==> config.mk <==
export PLATFORM = sky130hd
export DESIGN_NAME = uart_top
export DESIGN_NICKNAME = d
export VERILOG_FILES = /design/src/verilog/uart_pkg.sv /design/src/verilog/uart_top.sv /design/src/verilog/uart_regs.sv /design/src/verilog/uart_rx.sv /design/src/verilog/uart_tx.sv /design/src/verilog/uart_baud.sv
export SDC_FILE = /design/constraint.sdc
export NUM_CORES = 1
export LEC_CHECK = 0
export BUFFER_PORTS_ARGS = -buffer_cell sky130_fd_sc_hd__buf_4
export CORE_UTILIZATION = 55
export DETAILED_ROUTE_END_ITERATION = 6
export PLACE_DENSITY = 0.76
export SYNTH_ARGS = -nofsm -noshare
export SYNTH_HDL_FRONTEND = slang
export SYNTH_HIERARCHICAL = 1
export SYNTH_SLANG_ARGS = --single-unit
==> constraint.sdc <==
create_clock -name clk -period 2.9 [get_ports clk]
set_clock_uncertainty 0.05 [all_clocks]
set_input_delay 0.29 -clock clk [delete_from_list [all_inputs] [get_ports clk]]
set_output_delay 0.29 -clock clk [all_outputs]
set_load 0.01 [all_outputs]
==> src/verilog/uart_pkg.sv <==
`default_nettype none

package uart_pkg;

    // ************************************************************************
    // 16550 register map
    // ************************************************************************

    localparam logic [2:0] reg_rbr = 3'd0;  // Also THR on write, DLL with DLAB.
    localparam logic [2:0] reg_ier = 3'd1;  // Also DLM with DLAB.
    localparam logic [2:0] reg_iir = 3'd2;  // Also FCR on write.
    localparam logic [2:0] reg_lcr = 3'd3;
    localparam logic [2:0] reg_mcr = 3'd4;
    localparam logic [2:0] reg_lsr = 3'd5;
    localparam logic [2:0] reg_msr = 3'd6;
    localparam logic [2:0] reg_scr = 3'd7;

    // Line status bits.
    localparam logic [7:0] lsr_dr   = 8'h01;  // Data ready.
    localparam logic [7:0] lsr_oe   = 8'h02;  // Overrun error.
    localparam logic [7:0] lsr_thre = 8'h20;  // Holding register empty.
    localparam logic [7:0] lsr_temt = 8'h40;  // Transmitter empty.

    localparam int lcr_dlab = 7;  // Divisor latch access bit.

    // Ticks per serial bit.
    localparam int oversample = 16;

    // ************************************************************************
    // TileLink-UL channels
    // ************************************************************************

    localparam logic [2:0] tl_get             = 3'd4;
    localparam logic [2:0] tl_put_full        = 3'd0;
    localparam logic [2:0] tl_access_ack      = 3'd0;
    localparam logic [2:0] tl_access_ack_data = 3'd1;

    typedef struct packed {
        logic [2:0] opcode;
        logic [1:0] size;
        logic [3:0] source;
        logic [7:0] address;
        logic [7:0] data;
    } tl_a_t;

    typedef struct packed {
        logic [2:0] opcode;
        logic [1:0] size;
        logic [3:0] source;
        logic       denied;
        logic [7:0] data;
    } tl_d_t;

endpackage

`default_nettype wire
==> src/verilog/uart_top.sv <==
`timescale 1ns/1ps
`default_nettype none

module uart_top (
    input  wire                   clk,
    input  wire                   rst_n,
    input  wire                   a_valid,
    output wire                   a_ready,
    input  wire uart_pkg::tl_a_t  a,
    output wire                   d_valid,
    input  wire                   d_ready,
    output wire uart_pkg::tl_d_t  d,
    input  wire                   rxd,
    output wire                   txd
);

    logic [15:0] divisor;
    logic        tick;
    logic        tx_load;
    logic [7:0]  tx_byte;
    logic        tx_idle;
    logic        rx_valid;
    logic [7:0]  rx_byte;

    // Bus side.
    uart_regs u_regs (
        .clk      (clk),
        .rst_n    (rst_n),
        .a_valid  (a_valid),
        .a_ready  (a_ready),
        .a        (a),
        .d_valid  (d_valid),
        .d_ready  (d_ready),
        .d        (d),
        .divisor  (divisor),
        .tx_load  (tx_load),
        .tx_byte  (tx_byte),
        .tx_idle  (tx_idle),
        .rx_valid (rx_valid),
        .rx_byte  (rx_byte)
    );

    uart_baud u_baud (
        .clk     (clk),
        .rst_n   (rst_n),
        .divisor (divisor),
        .tick    (tick)
    );

    // Serial side.
    uart_tx u_tx (
        .clk     (clk),
        .rst_n   (rst_n),
        .tick    (tick),
        .tx_load (tx_load),
        .tx_byte (tx_byte),
        .tx_idle (tx_idle),
        .txd     (txd)
    );

    uart_rx u_rx (
        .clk      (clk),
        .rst_n    (rst_n),
        .tick     (tick),
        .rxd      (rxd),
        .rx_valid (rx_valid),
        .rx_byte  (rx_byte)
    );

endmodule

`default_nettype wire

==> src/verilog/uart_regs.sv <==
`timescale 1ns/1ps
`default_nettype none

module uart_regs (
    input  wire                   clk,
    input  wire                   rst_n,
    input  wire                   a_valid,
    output logic                  a_ready,
    input  wire uart_pkg::tl_a_t  a,
    output logic                  d_valid,
    input  wire                   d_ready,
    output uart_pkg::tl_d_t       d,
    output logic [15:0]           divisor,
    output logic                  tx_load,
    output logic [7:0]            tx_byte,
    input  wire                   tx_idle,
    input  wire                   rx_valid,
    input  wire  [7:0]            rx_byte
);

    logic       accept;
    logic       is_get;
    logic       is_put;
    logic       addr_ok;
    logic       dlab;
    logic [2:0] off;
    logic       wr_en;
    logic       rd_en;
    logic       thr_wr;
    logic       rbr_read;
    logic       lsr_read;
    logic [7:0] ier;
    logic [7:0] lcr;
    logic [7:0] mcr;
    logic [7:0] scr;
    logic [7:0] dll;
    logic [7:0] dlm;
    logic [7:0] thr;
    logic [7:0] rbr;
    logic       thr_full;
    logic       rx_full;
    logic       overrun;
    logic [7:0] lsr;
    logic [7:0] rdata;

    // One request in flight; stall while a response waits.
    assign a_ready = !(d_valid && !d_ready);
    assign accept  = a_valid && a_ready;

    assign is_get  = (a.opcode == uart_pkg::tl_get);
    assign is_put  = (a.opcode == uart_pkg::tl_put_full);
    assign addr_ok = (a.address[7:3] == 5'd0);
    assign off     = a.address[2:0];
    assign dlab    = lcr[uart_pkg::lcr_dlab];

    assign wr_en    = accept && is_put && addr_ok;
    assign rd_en    = accept && is_get && addr_ok;
    assign thr_wr   = wr_en && (off == uart_pkg::reg_rbr) && !dlab;
    assign rbr_read = rd_en && (off == uart_pkg::reg_rbr) && !dlab;
    assign lsr_read = rd_en && (off == uart_pkg::reg_lsr);

    assign divisor = {dlm, dll};
    assign tx_load = thr_full && tx_idle;  // Hand the byte over once the shifter is free.
    assign tx_byte = thr;

    assign lsr = (rx_full ? uart_pkg::lsr_dr : 8'h00)
               | (overrun ? uart_pkg::lsr_oe : 8'h00)
               | (!thr_full ? uart_pkg::lsr_thre : 8'h00)
               | ((!thr_full && tx_idle) ? uart_pkg::lsr_temt : 8'h00);

    // Read mux.
    always_comb begin
        case (off)
            uart_pkg::reg_rbr: rdata = dlab ? dll : rbr;
            uart_pkg::reg_ier: rdata = dlab ? dlm : ier;
            uart_pkg::reg_iir: rdata = 8'h01;  // No interrupt pending.
            uart_pkg::reg_lcr: rdata = lcr;
            uart_pkg::reg_mcr: rdata = mcr;
            uart_pkg::reg_lsr: rdata = lsr;
            uart_pkg::reg_msr: rdata = 8'h00;
            default:           rdata = scr;
        endcase
    end

    // ************************************************************************
    // Register file and line flags
    // ************************************************************************

    always_ff @(posedge clk or negedge rst_n) begin
        if (!rst_n) begin
            ier      <= 8'h00;
            lcr      <= 8'h00;
            mcr      <= 8'h00;
            scr      <= 8'h00;
            dll      <= 8'h01;
            dlm      <= 8'h00;
            rbr      <= 8'h00;
            thr_full <= 1'b0;
            rx_full  <= 1'b0;
            overrun  <= 1'b0;
        end else begin
            if (wr_en) begin
                case (off)
                    uart_pkg::reg_rbr: begin
                        if (dlab) begin
                            dll <= a.data;
                        end
                    end
                    uart_pkg::reg_ier: begin
                        if (dlab) begin
                            dlm <= a.data;
                        end else begin
                            ier <= a.data;
                        end
                    end
                    uart_pkg::reg_lcr: lcr <= a.data;
                    uart_pkg::reg_mcr: mcr <= a.data;
                    uart_pkg::reg_scr: scr <= a.data;
                    default: ;  // FCR, LSR and MSR writes are dropped.
                endcase
            end

            if (tx_load) begin
                thr_full <= 1'b0;
            end
            if (thr_wr) begin
                thr_full <= 1'b1;  // A new write wins over the hand-off.
            end

            if (rbr_read) begin
                rx_full <= 1'b0;
            end
            if (lsr_read) begin
                overrun <= 1'b0;
            end
            if (rx_valid) begin
                if (rx_full && !rbr_read) begin
                    overrun <= 1'b1;  // Keep the old byte.
                end else begin
                    rbr     <= rx_byte;
                    rx_full <= 1'b1;
                end
            end
        end
    end

    always_ff @(posedge clk) begin
        if (thr_wr) begin
            thr <= a.data;
        end
    end

    // ************************************************************************
    // Response channel
    // ************************************************************************

    always_ff @(posedge clk or negedge rst_n) begin
        if (!rst_n) begin
            d_valid <= 1'b0;
        end else if (accept) begin
            d_valid <= 1'b1;
        end else if (d_ready) begin
            d_valid <= 1'b0;
        end
    end

    always_ff @(posedge clk) begin
        if (accept) begin
            d.opcode <= is_get ? uart_pkg::tl_access_ack_data : uart_pkg::tl_access_ack;
            d.size   <= a.size;
            d.source <= a.source;
            d.denied <= !addr_ok;
            d.data   <= (is_get && addr_ok) ? rdata : 8'h00;
        end
    end

    // Response must hold under back-pressure.
    a_d_stable: assert property (@(posedge clk) disable iff (!rst_n)
        d_valid && !d_ready |=> d_valid && $stable(d));

endmodule

`default_nettype wire

==> src/verilog/uart_rx.sv <==
`timescale 1ns/1ps
`default_nettype none

module uart_rx (
    input  wire        clk,
    input  wire        rst_n,
    input  wire        tick,
    input  wire        rxd,
    output logic       rx_valid,
    output logic [7:0] rx_byte
);

    typedef enum logic [1:0] {
        s_idle,
        s_start,
        s_data,
        s_stop
    } state_t;

    state_t     state;
    logic       rxd_s1;
    logic       rxd_s2;
    logic       rxd_q;
    logic [3:0] tick_cnt;
    logic [2:0] bit_cnt;
    logic       mid_start;
    logic       mid_bit;

    assign mid_start = (tick_cnt == 4'(uart_pkg::oversample / 2 - 1));
    assign mid_bit   = (tick_cnt == 4'(uart_pkg::oversample - 1));

    // Two-stage synchronizer plus edge history.
    always_ff @(posedge clk or negedge rst_n) begin
        if (!rst_n) begin
            rxd_s1 <= 1'b1;
            rxd_s2 <= 1'b1;
            rxd_q  <= 1'b1;
        end else begin
            rxd_s1 <= rxd;
            rxd_s2 <= rxd_s1;
            rxd_q  <= rxd_s2;
        end
    end

    // ************************************************************************
    // Frame FSM
    // ************************************************************************

    always_ff @(posedge clk or negedge rst_n) begin
        if (!rst_n) begin
            state    <= s_idle;
            tick_cnt <= 4'd0;
            bit_cnt  <= 3'd0;
            rx_valid <= 1'b0;
        end else begin
            rx_valid <= 1'b0;
            case (state)
                s_idle: begin
                    if (rxd_q && !rxd_s2) begin
                        state    <= s_start;  // Falling edge.
                        tick_cnt <= 4'd0;
                    end
                end
                s_start: begin
                    if (tick && mid_start) begin
                        tick_cnt <= 4'd0;
                        bit_cnt  <= 3'd0;
                        state    <= rxd_s2 ? s_idle : s_data;  // Glitch rejected.
                    end else if (tick) begin
                        tick_cnt <= tick_cnt + 4'd1;
                    end
                end
                s_data: begin
                    if (tick && mid_bit) begin
                        tick_cnt <= 4'd0;
                        bit_cnt  <= bit_cnt + 3'd1;
                        if (bit_cnt == 3'd7) begin
                            state <= s_stop;
                        end
                    end else if (tick) begin
                        tick_cnt <= tick_cnt + 4'd1;
                    end
                end
                default: begin
                    if (tick && mid_bit) begin
                        tick_cnt <= 4'd0;
                        rx_valid <= rxd_s2;  // Framing error drops the byte.
                        state    <= s_idle;
                    end else if (tick) begin
                        tick_cnt <= tick_cnt + 4'd1;
                    end
                end
            endcase
        end
    end

    always_ff @(posedge clk) begin
        if (state == s_data && tick && mid_bit) begin
            rx_byte <= {rxd_s2, rx_byte[7:1]};  // LSB arrives first.
        end
    end

    a_valid_pulse: assert property (@(posedge clk) disable iff (!rst_n)
        rx_valid |=> !rx_valid);

endmodule

`default_nettype wire

==> src/verilog/uart_tx.sv <==
`timescale 1ns/1ps
`default_nettype none

module uart_tx (
    input  wire        clk,
    input  wire        rst_n,
    input  wire        tick,
    input  wire        tx_load,
    input  wire  [7:0] tx_byte,
    output logic       tx_idle,
    output logic       txd
);

    logic       busy;
    logic       started;
    logic [3:0] tick_cnt;
    logic [3:0] bit_cnt;
    logic [9:0] shreg;
    logic       bit_end;
    logic       shift_en;

    assign tx_idle  = !busy;
    assign bit_end  = (tick_cnt == 4'(uart_pkg::oversample - 1));
    // First tick drives the start bit, later ones advance at each bit boundary.
    assign shift_en = busy && tick && (!started || (bit_end && bit_cnt != 4'd9));

    always_ff @(posedge clk or negedge rst_n) begin
        if (!rst_n) begin
            busy     <= 1'b0;
            started  <= 1'b0;
            tick_cnt <= 4'd0;
            bit_cnt  <= 4'd0;
            txd      <= 1'b1;  // Line idles high.
        end else if (tx_load) begin
            busy     <= 1'b1;
            started  <= 1'b0;
            tick_cnt <= 4'd0;
            bit_cnt  <= 4'd0;
        end else if (busy && tick) begin
            if (!started) begin
                started <= 1'b1;
                txd     <= shreg[0];
            end else if (bit_end) begin
                tick_cnt <= 4'd0;
                if (bit_cnt == 4'd9) begin
                    busy <= 1'b0;  // Stop bit done.
                end else begin
                    bit_cnt <= bit_cnt + 4'd1;
                    txd     <= shreg[0];
                end
            end else begin
                tick_cnt <= tick_cnt + 4'd1;
            end
        end
    end

    // Frame is stop, data LSB first, start.
    always_ff @(posedge clk) begin
        if (tx_load) begin
            shreg <= {1'b1, tx_byte, 1'b0};
        end else if (shift_en) begin
            shreg <= {1'b1, shreg[9:1]};
        end
    end

    a_load_idle: assert property (@(posedge clk) disable iff (!rst_n)
        tx_load |-> tx_idle);

endmodule

`default_nettype wire

==> src/verilog/uart_baud.sv <==
`timescale 1ns/1ps
`default_nettype none

module uart_baud (
    input  wire         clk,
    input  wire         rst_n,
    input  wire  [15:0] divisor,
    output logic        tick
);

    logic [15:0] div_in;
    logic [15:0] div_q;
    logic [15:0] cnt;

    assign div_in = (divisor == 16'd0) ? 16'd1 : divisor;  // Zero acts as one.

    always_ff @(posedge clk or negedge rst_n) begin
        if (!rst_n) begin
            div_q <= 16'd1;
            cnt   <= 16'd0;
            tick  <= 1'b0;
        end else if (div_in != div_q) begin
            div_q <= div_in;       // Restart on a new divisor.
            cnt   <= div_in - 16'd1;
            tick  <= 1'b0;
        end else if (cnt == 16'd0) begin
            cnt   <= div_q - 16'd1;
            tick  <= 1'b1;
        end else begin
            cnt   <= cnt - 16'd1;
            tick  <= 1'b0;
        end
    end

    a_tick_spacing: assert property (@(posedge clk) disable iff (!rst_n)
        tick |=> !tick || (div_q == 16'd1));

endmodule

`default_nettype wire

Word-level counts from Yosys, hierarchy flattened
Index checks and enable logic that the tools add are counted.

operators by class
  $add $sub $neg = 7
  equal/unequal tests = 24
  multiplexer cells = 61
  bitwise logic cells = 6
  reduce and logical (&&, ||, !) cells = 62

operators by type and width
  operator                 count
  $pmux W8 S7              1
  $mux W4                  13
  $mux W16                 3
  $sub A16 B1 Y16 const B  3
  $logic_not A16 Y1        2
  $mux W1                  26
  $or A8 B8 Y8             3
  $logic_and A1 B1 Y1      23
  $eq A3 B3 Y1 const B     6
  $mux W9                  2
  $mux W8                  2
  $ne A16 B16 Y1           1
  $reduce_bool A2 Y1       8
  $mux W2                  7
  $add A4 B1 Y4 const B    3
  $eq A4 B4 Y1 const B     3
  $reduce_and A3 Y1        4
  $reduce_and A4 Y1        3
  $reduce_and A2 Y1        5
  $logic_not A1 Y1         9
  $ne A2 B1 Y1 const B     4
  $pmux W4 S2              1
  $mux W7                  1
  $eq A3 B2 Y1 const B     2
  other kinds (19)         25

word-level totals
  register bits = 160
  input port bits = 30
  output and inout port bits = 21
  word-level logic and storage cells = 195

Depth between registers and ports, before layout
  word-level depth = 12
  depth in mapped cells = 12
  mapped depth without buffers = 10

Cells and area by module
The synthesis kept the hierarchy.

modules (own cells, without submodules)
  module     times used  cells an instance  area an instance (um^2)  sequential area each (um^2)
  uart_regs  1           270                3,743.6                  2,223.4
  uart_baud  1           226                2,169.6                  827.0
  uart_tx    1           97                 1,058.5                  536.8
  uart_rx    1           69                 882.1                    569.3

Worst setup path before layout
No wires, ideal clock.

  path type = register to register
  start point = register u_regs.dll[2]
  end point = register u_baud.cnt[4]
  setup time = 0.083 ns
  data arrival time = 2.629 ns
  required time = 2.767 ns
  path slack = 0.138 ns
  stages on the path, launching flop included = 12
  buffers on the path = 1
  period minus slack after synthesis = 2.762 ns
  cells stage by stage = dfrtp_1 nor4_2 nand3b_2 o21a_1 o21ai_2 mux2i_1 ha_1 clkbuf_1 nand3_1 a21oi_1 o22ai_1 o21ai_0

between the ends
  longest elaborated chain between the ends = 4
  elaborated cells between the ends (all ways) = 5
  those cells by class = add/sub (1); eq/ne (1); mux (2); reduce/logical (1)

RTL lines
  item                                               RTL line                          text
  from (decl)                                        uart_regs.sv:36                   logic [7:0] dll;
  from (signal assigned)                             uart_regs.sv:106                  dll <= a.data;
  $logic_not A16 Y1                                  uart_baud.sv:15                   assign div_in = (divisor == 16'd0) ? 16'd1 : divisor;
  $mux W16 (*)                                       uart_baud.sv:15
  $sub A16 B1 Y16 or $ne A16 B16 Y1 (tied branches)  uart_baud.sv:24, uart_baud.sv:22
  $mux W16 (*)                                       uart_baud.sv:22                   end else if (div_in != div_q) begin
  to (signal assigned)                               uart_baud.sv:24                   cnt <= div_in - 16'd1;
  to (signal assigned)                               uart_baud.sv:27                   cnt <= div_q - 16'd1;
  to (signal assigned)                               uart_baud.sv:30                   cnt <= cnt - 16'd1;
  to (decl)                                          uart_baud.sv:13                   logic [15:0] cnt;

Mark *: on every way between the ends. The rest lies on a longest branch, timed or not.
A chain may end at the register's enable or synchronous reset.

Final worst setup path
  start point = register u_baud.div_q[3]
  end point = register u_baud.cnt[9]

between the ends
  longest elaborated chain between the ends = 3
  elaborated cells between the ends (all ways) = 4
  those cells by class = add/sub (1); eq/ne (1); mux (2)

RTL lines
  item                    RTL line         text
  from (decl)             uart_baud.sv:12  logic [15:0] div_q;
  from (signal assigned)  uart_baud.sv:23  div_q <= div_in;
  $sub A16 B1 Y16         uart_baud.sv:27
  $mux W16                uart_baud.sv:26  end else if (cnt == 16'd0) begin
  $mux W16 (*)            uart_baud.sv:22

Marked as above.

==> results.py <==
metrics = {
    "power": {
        "leakage_dissipation_nw": 4.03,
        "p_int_mw": 3.95,
        "comb_power_share_pct": 16.0,
        "net-switching-power_mw": 1.57,
        "power.density_nw_per_um2": 603,
        "total_power_mw": 5.52,
        "netSwitchingFraction_pct": 28.5,
        "irDropWorstVdd_v": 0.000414,
        "clockPowerShare_pct": 38.3,
        "seq_power_share_pct": 45.7,
    },
    "sta": {
        "final_period_minus_worst_setup_slack_ps": 2800,
        "worst_tran_pin_value_ps": 956,
        "timing.final.max_slew_violations": 0,
        "slew-limit-headroom_pct": 36.3,
        "max_freq_mhz": 357,
        "final_min_period_over_clock_period_pct": 96.6,
        "number_of_endpoints_with_negative_hold_slack_in_the_final_report": 0,
        "fin_worst_hold_slack_ps": 47.4,
        "timing.setup.tns_ps": 0,
        "grt_setup_unrepaired": "false",
        "setup_ws_ps": 97.9,
        "setup_viol_count_final": 0,
    },
    "outcome": {
        "run_status": "finished, final reports clean",
    },
    "setup_path": {
        "path_buf_inv": 0,
        "critical_path.cell_chain": "or4_4 > or3_4 > a2111oi_4 > nand2_2 > mux2i_4 > nand3b_2 > mux2_4 > a22oi_2",
        "max_stage_delay_ps": 550,
        "crit_path_start_kind": "flop",
        "required_ps": 3190,
        "setup.worst_path.end_class": "flop",
        "slowest_stage_cell_on_the_critical_path": "sky130_fd_sc_hd__or4_4",
        "cp.arrival_ps": 3090,
        "path_class": "reg -> reg",
        "critical_path.max_fanout": 7,
        "timing.critical_path.max_delay_family": "simple AND/OR/NAND/NOR gates",
    },
    "cells_and_area": {
        "syn_to_final_growth_pct": 16.6,
        "final.fill_count": 1012,
        "fin_nets": 768,
        "final_layout_size_suffix_gt1_share_pct": 30.8,
        "final_instance_area_um2": 9160,
        "multi_input_comb_area_um2": 3430,
        "combined_flip_flop_and_latch_cell_area_um2": 4160,
        "stdcell_count": 924,
        "final_core_utilization_pct": 66.0,
        "antenna-diode-count": 0,
    },
    "drt": {
        "viasPerCell": 6.15,
        "total_via_count_in_the_routed_design": 5681,
        "wl_um": 18500,
        "dr.first_iter.drc_count": 449,
        "firstDrtPassIters": 5,
        "antenna_violating_nets_remaining": 0,
        "detail_route.drc_violations": 0,
        "wl_per_cell_um": 20.0,
    },
    "grt": {
        "grtUsageTotal_pct": 26.8,
        "grt.overflow.total": 0,
        "globalRoute.busiestLayer": "met2",
        "grt_antenna_before_repair": 0,
        "gr-usage-met3_pct": 5.69,
        "first_global_vias": 5716,
        "wire_length_of_the_first_global_routing_pass_um": 29900,
        "grtUsageMet1_pct": 35.5,
        "maximum_number_of_pins_on_one_net_before_global_route_repair": 108,
        "use_met2_pct": 43.6,
    },
    "placed_design": {
        "placedCellCount": 882,
        "placement.cell_area_um2": 8490,
        "detailedPlacementHpwl_um": 13000,
        "placement.io_buffers": 48,
        "placement.setup.worst_slack_ps": 114,
        "routabilityCongestion": 0.889,
    },
    "synth": {
        "synth-edff-count": 40,
        "yosysWarnings": 6,
        "synthFlopType": "sky130_fd_sc_hd__dfrtp_1",
        "ys_types": 91,
        "syn_inst": 662,
        "netlist.top_cell.by_area": "sky130_fd_sc_hd__dfrtp_1",
        "synth_area_leaders": "sky130_fd_sc_hd__dfrtp_1, sky130_fd_sc_hd__edfxtp_1, sky130_fd_sc_hd__mux2_2",
        "synthDominantCellAreaShare_pct": 35.4,
        "synth-async-reset-ratio_pct": 74.1,
        "synthesis.area_um2": 7850,
        "syn-mean-instance-area_um2": 11.9,
        "synth-seq-cells": 158,
        "post_synthesis_sequential_area_ratio_pct": 52.9,
    },
    "cts": {
        "htree_levels": 4,
        "clkSlewWorstSetupHoldPaths_ps": 70,
        "tritoncts": "done",
        "clock-root-buffer": "sky130_fd_sc_hd__clkbuf_16",
        "numCtsBuffers": 17,
        "tritoncts_num_sinks": 158,
        "clk-insertion-delay-late_ps": 420,
        "ctsLongestPathBuffers": 2,
    },
    "die": {
        "boundaryPins": 51,
        "floorplan.die.height_um": 121,
        "core_region_area_um2": 13900,
        "fp-row-count": 43,
        "die_w_um": 121,
        "initial_core_util_pct": 56.6,
        "fp.dieArea_um2": 14800,
    },
    "job": {
        "max_cap_viol_count": 0,
    },
    "worst_hold_path": {
        "min-delay-path-class": "in -> reg",
    },
}
-- cell families (layout without fill, tap and decap cells) --
group / count (synthesis) / count (layout) / share of synthesized area [%]
DFF: 158 / 158 / 52.9
muxes: 82 / 82 / 11.7
other: 1 / 2 / 0.0477
adders and majority gates: 7 / 7 / 1.12
xor gates and xnor gates: 32 / 32 / 3.57
buffers and inverters: 62 / 143 / 3.71
AOI/OAI and AO/OA: 143 / 143 / 12.5
and+or+nand+nor: 177 / 177 / 14.4
-- synthesized netlist by cell type, drive strengths merged, types with 3 or more instances --
| cell | number |
|---|---|
| or4 | 8 |
| and2 | 13 |
| nor2 | 31 |
| dfstp | 6 |
| o221a | 3 |
| o22ai | 3 |
| nand3 | 13 |
| and3 | 6 |
| a31oi | 5 |
| nand3b | 7 |
| a31o | 7 |
| a21oi | 39 |
| o21ai | 35 |
| nand4 | 12 |
| nor2b | 5 |
| xor2 | 6 |
| or3 | 6 |
| o21a | 4 |
| nand2b | 6 |
| mux2 | 63 |
| edfxtp | 40 |
| buf | 11 |
| mux2i | 19 |
| a2111oi | 3 |
| a211oi | 3 |
| nand4b | 5 |
| a22o | 3 |
| xnor2 | 26 |
| dfrtp | 111 |
| ha | 7 |
| nor3 | 13 |
| o211ai | 4 |
| a32o | 5 |
| nand2 | 30 |
| nor4 | 13 |
| inv | 20 |
| a21o | 10 |
| clkbuf | 31 |
-- sequential cells by signal, indices dropped and copies added (netlist names), 2 cells and up --
name	count
u_rx/bit_cnt	3
u_regs/d	16
u_tx/tick_cnt	4
u_rx/tick_cnt	4
u_baud/cnt	16
u_regs/ier	8
u_regs/scr	8
u_tx/shreg	9
u_regs/tx_byte	8
u_regs/lcr	8
u_rx/state	2
u_regs/dlm	8
u_tx/bit_cnt	4
u_regs/rbr	8
u_baud/div_q	16
u_regs/dll	8
u_rx/rx_byte	8
u_regs/mcr	8
-- worst paths after layout --
path | cells past startpoint | slack, ps | start | end
min reg2reg | 0 | 310 | u_rx/rxd_s1 | u_rx/rxd_s2
max reg2reg | 8 | 100 | u_baud/div_q[3] | u_baud/cnt[9]
min | 2 | 50 | a_valid | u_regs/d_valid
max | 8 | 100 | u_baud/div_q[3] | u_baud/cnt[9]
min in group asynchronous | 2 | 200 | rst_n | u_baud/cnt[6]
max in group asynchronous | 3 | 1790 | rst_n | u_regs/ier[4]
-- cell usage in the layout, fill, tap and decap left out, types with 5 or more instances in the layout --
cell                            instances
sky130_fd_sc_hd__nand2b_1               6
sky130_fd_sc_hd__dlygate4sd3_1          8
sky130_fd_sc_hd__ha_1                   7
sky130_fd_sc_hd__mux2_2                62
sky130_fd_sc_hd__a31oi_1                5
sky130_fd_sc_hd__edfxtp_1              40
sky130_fd_sc_hd__a32o_1                 5
sky130_fd_sc_hd__inv_6                  6
sky130_fd_sc_hd__a31o_2                 7
sky130_fd_sc_hd__xnor2_1               26
sky130_fd_sc_hd__and2_1                10
sky130_fd_sc_hd__nor4_4                 7
sky130_fd_sc_hd__nand2_1               29
sky130_fd_sc_hd__a21oi_1               39
sky130_fd_sc_hd__dfrtp_1              111
sky130_fd_sc_hd__buf_4                 82
sky130_fd_sc_hd__a21o_1                10
sky130_fd_sc_hd__nor3_1                12
sky130_fd_sc_hd__or4_1                  6
sky130_fd_sc_hd__mux2i_1               18
sky130_fd_sc_hd__nand3_1               11
sky130_fd_sc_hd__dfstp_2                6
sky130_fd_sc_hd__nand3b_1               5
sky130_fd_sc_hd__nor4_1                 5
sky130_fd_sc_hd__nand4_1               11
sky130_fd_sc_hd__clkbuf_16             17
sky130_fd_sc_hd__xor2_1                 6
sky130_fd_sc_hd__inv_1                 20
sky130_fd_sc_hd__nor2_1                31
sky130_fd_sc_hd__o21ai_0               32
-- layer usage --
metal,wire length [µm],part of all wire (%),up-vias
li1,-,-,2593
met1,7930,43,2821
met2,9120,49,225
met3,1010,5.5,42
met4,395,2.1,0
met5,0,0,-
-- worst register-to-register path, cell delays in order (launching register included) --
cell,delay [ps]
sky130_fd_sc_hd__dfrtp_1,450
sky130_fd_sc_hd__or4_4,550
sky130_fd_sc_hd__or3_4,350
sky130_fd_sc_hd__a2111oi_4,400
sky130_fd_sc_hd__nand2_2,110
sky130_fd_sc_hd__mux2i_4,240
sky130_fd_sc_hd__nand3b_2,120
sky130_fd_sc_hd__mux2_4,310
sky130_fd_sc_hd__a22oi_2,150
-- power by group through the flow --
stage                     Combinational (mW)  Clock, mW  Sequential [mW]
final                                  0.882       2.11             2.53
after global routing                   0.968       2.25             2.54
after CTS                              0.880       2.15             2.53
after detailed placement               0.864          0             2.57
after global placement                 0.848          0             2.56
after floorplan                        0.606          0             2.53
-- final cells by class --
cell class                      count  area share (%)
Sequential cell                   158            45.4
Multi-Input combinational cell    443            37.4
Timing Repair Buffer               91            7.81
Clock buffer                       18            4.79
Tap cell                          180            2.46
Clock inverter                     14            1.32
Inverter                           20           0.820
-- what timing repair did --
action	in CTS	in global routing
hold buffers	8	0
buffers inserted	0	2
resized for setup	0	3
hold endpoints to repair	17	0
endpoints found under the setup margin	0	5
Note: power is estimated with default switching activity, not from simulation.
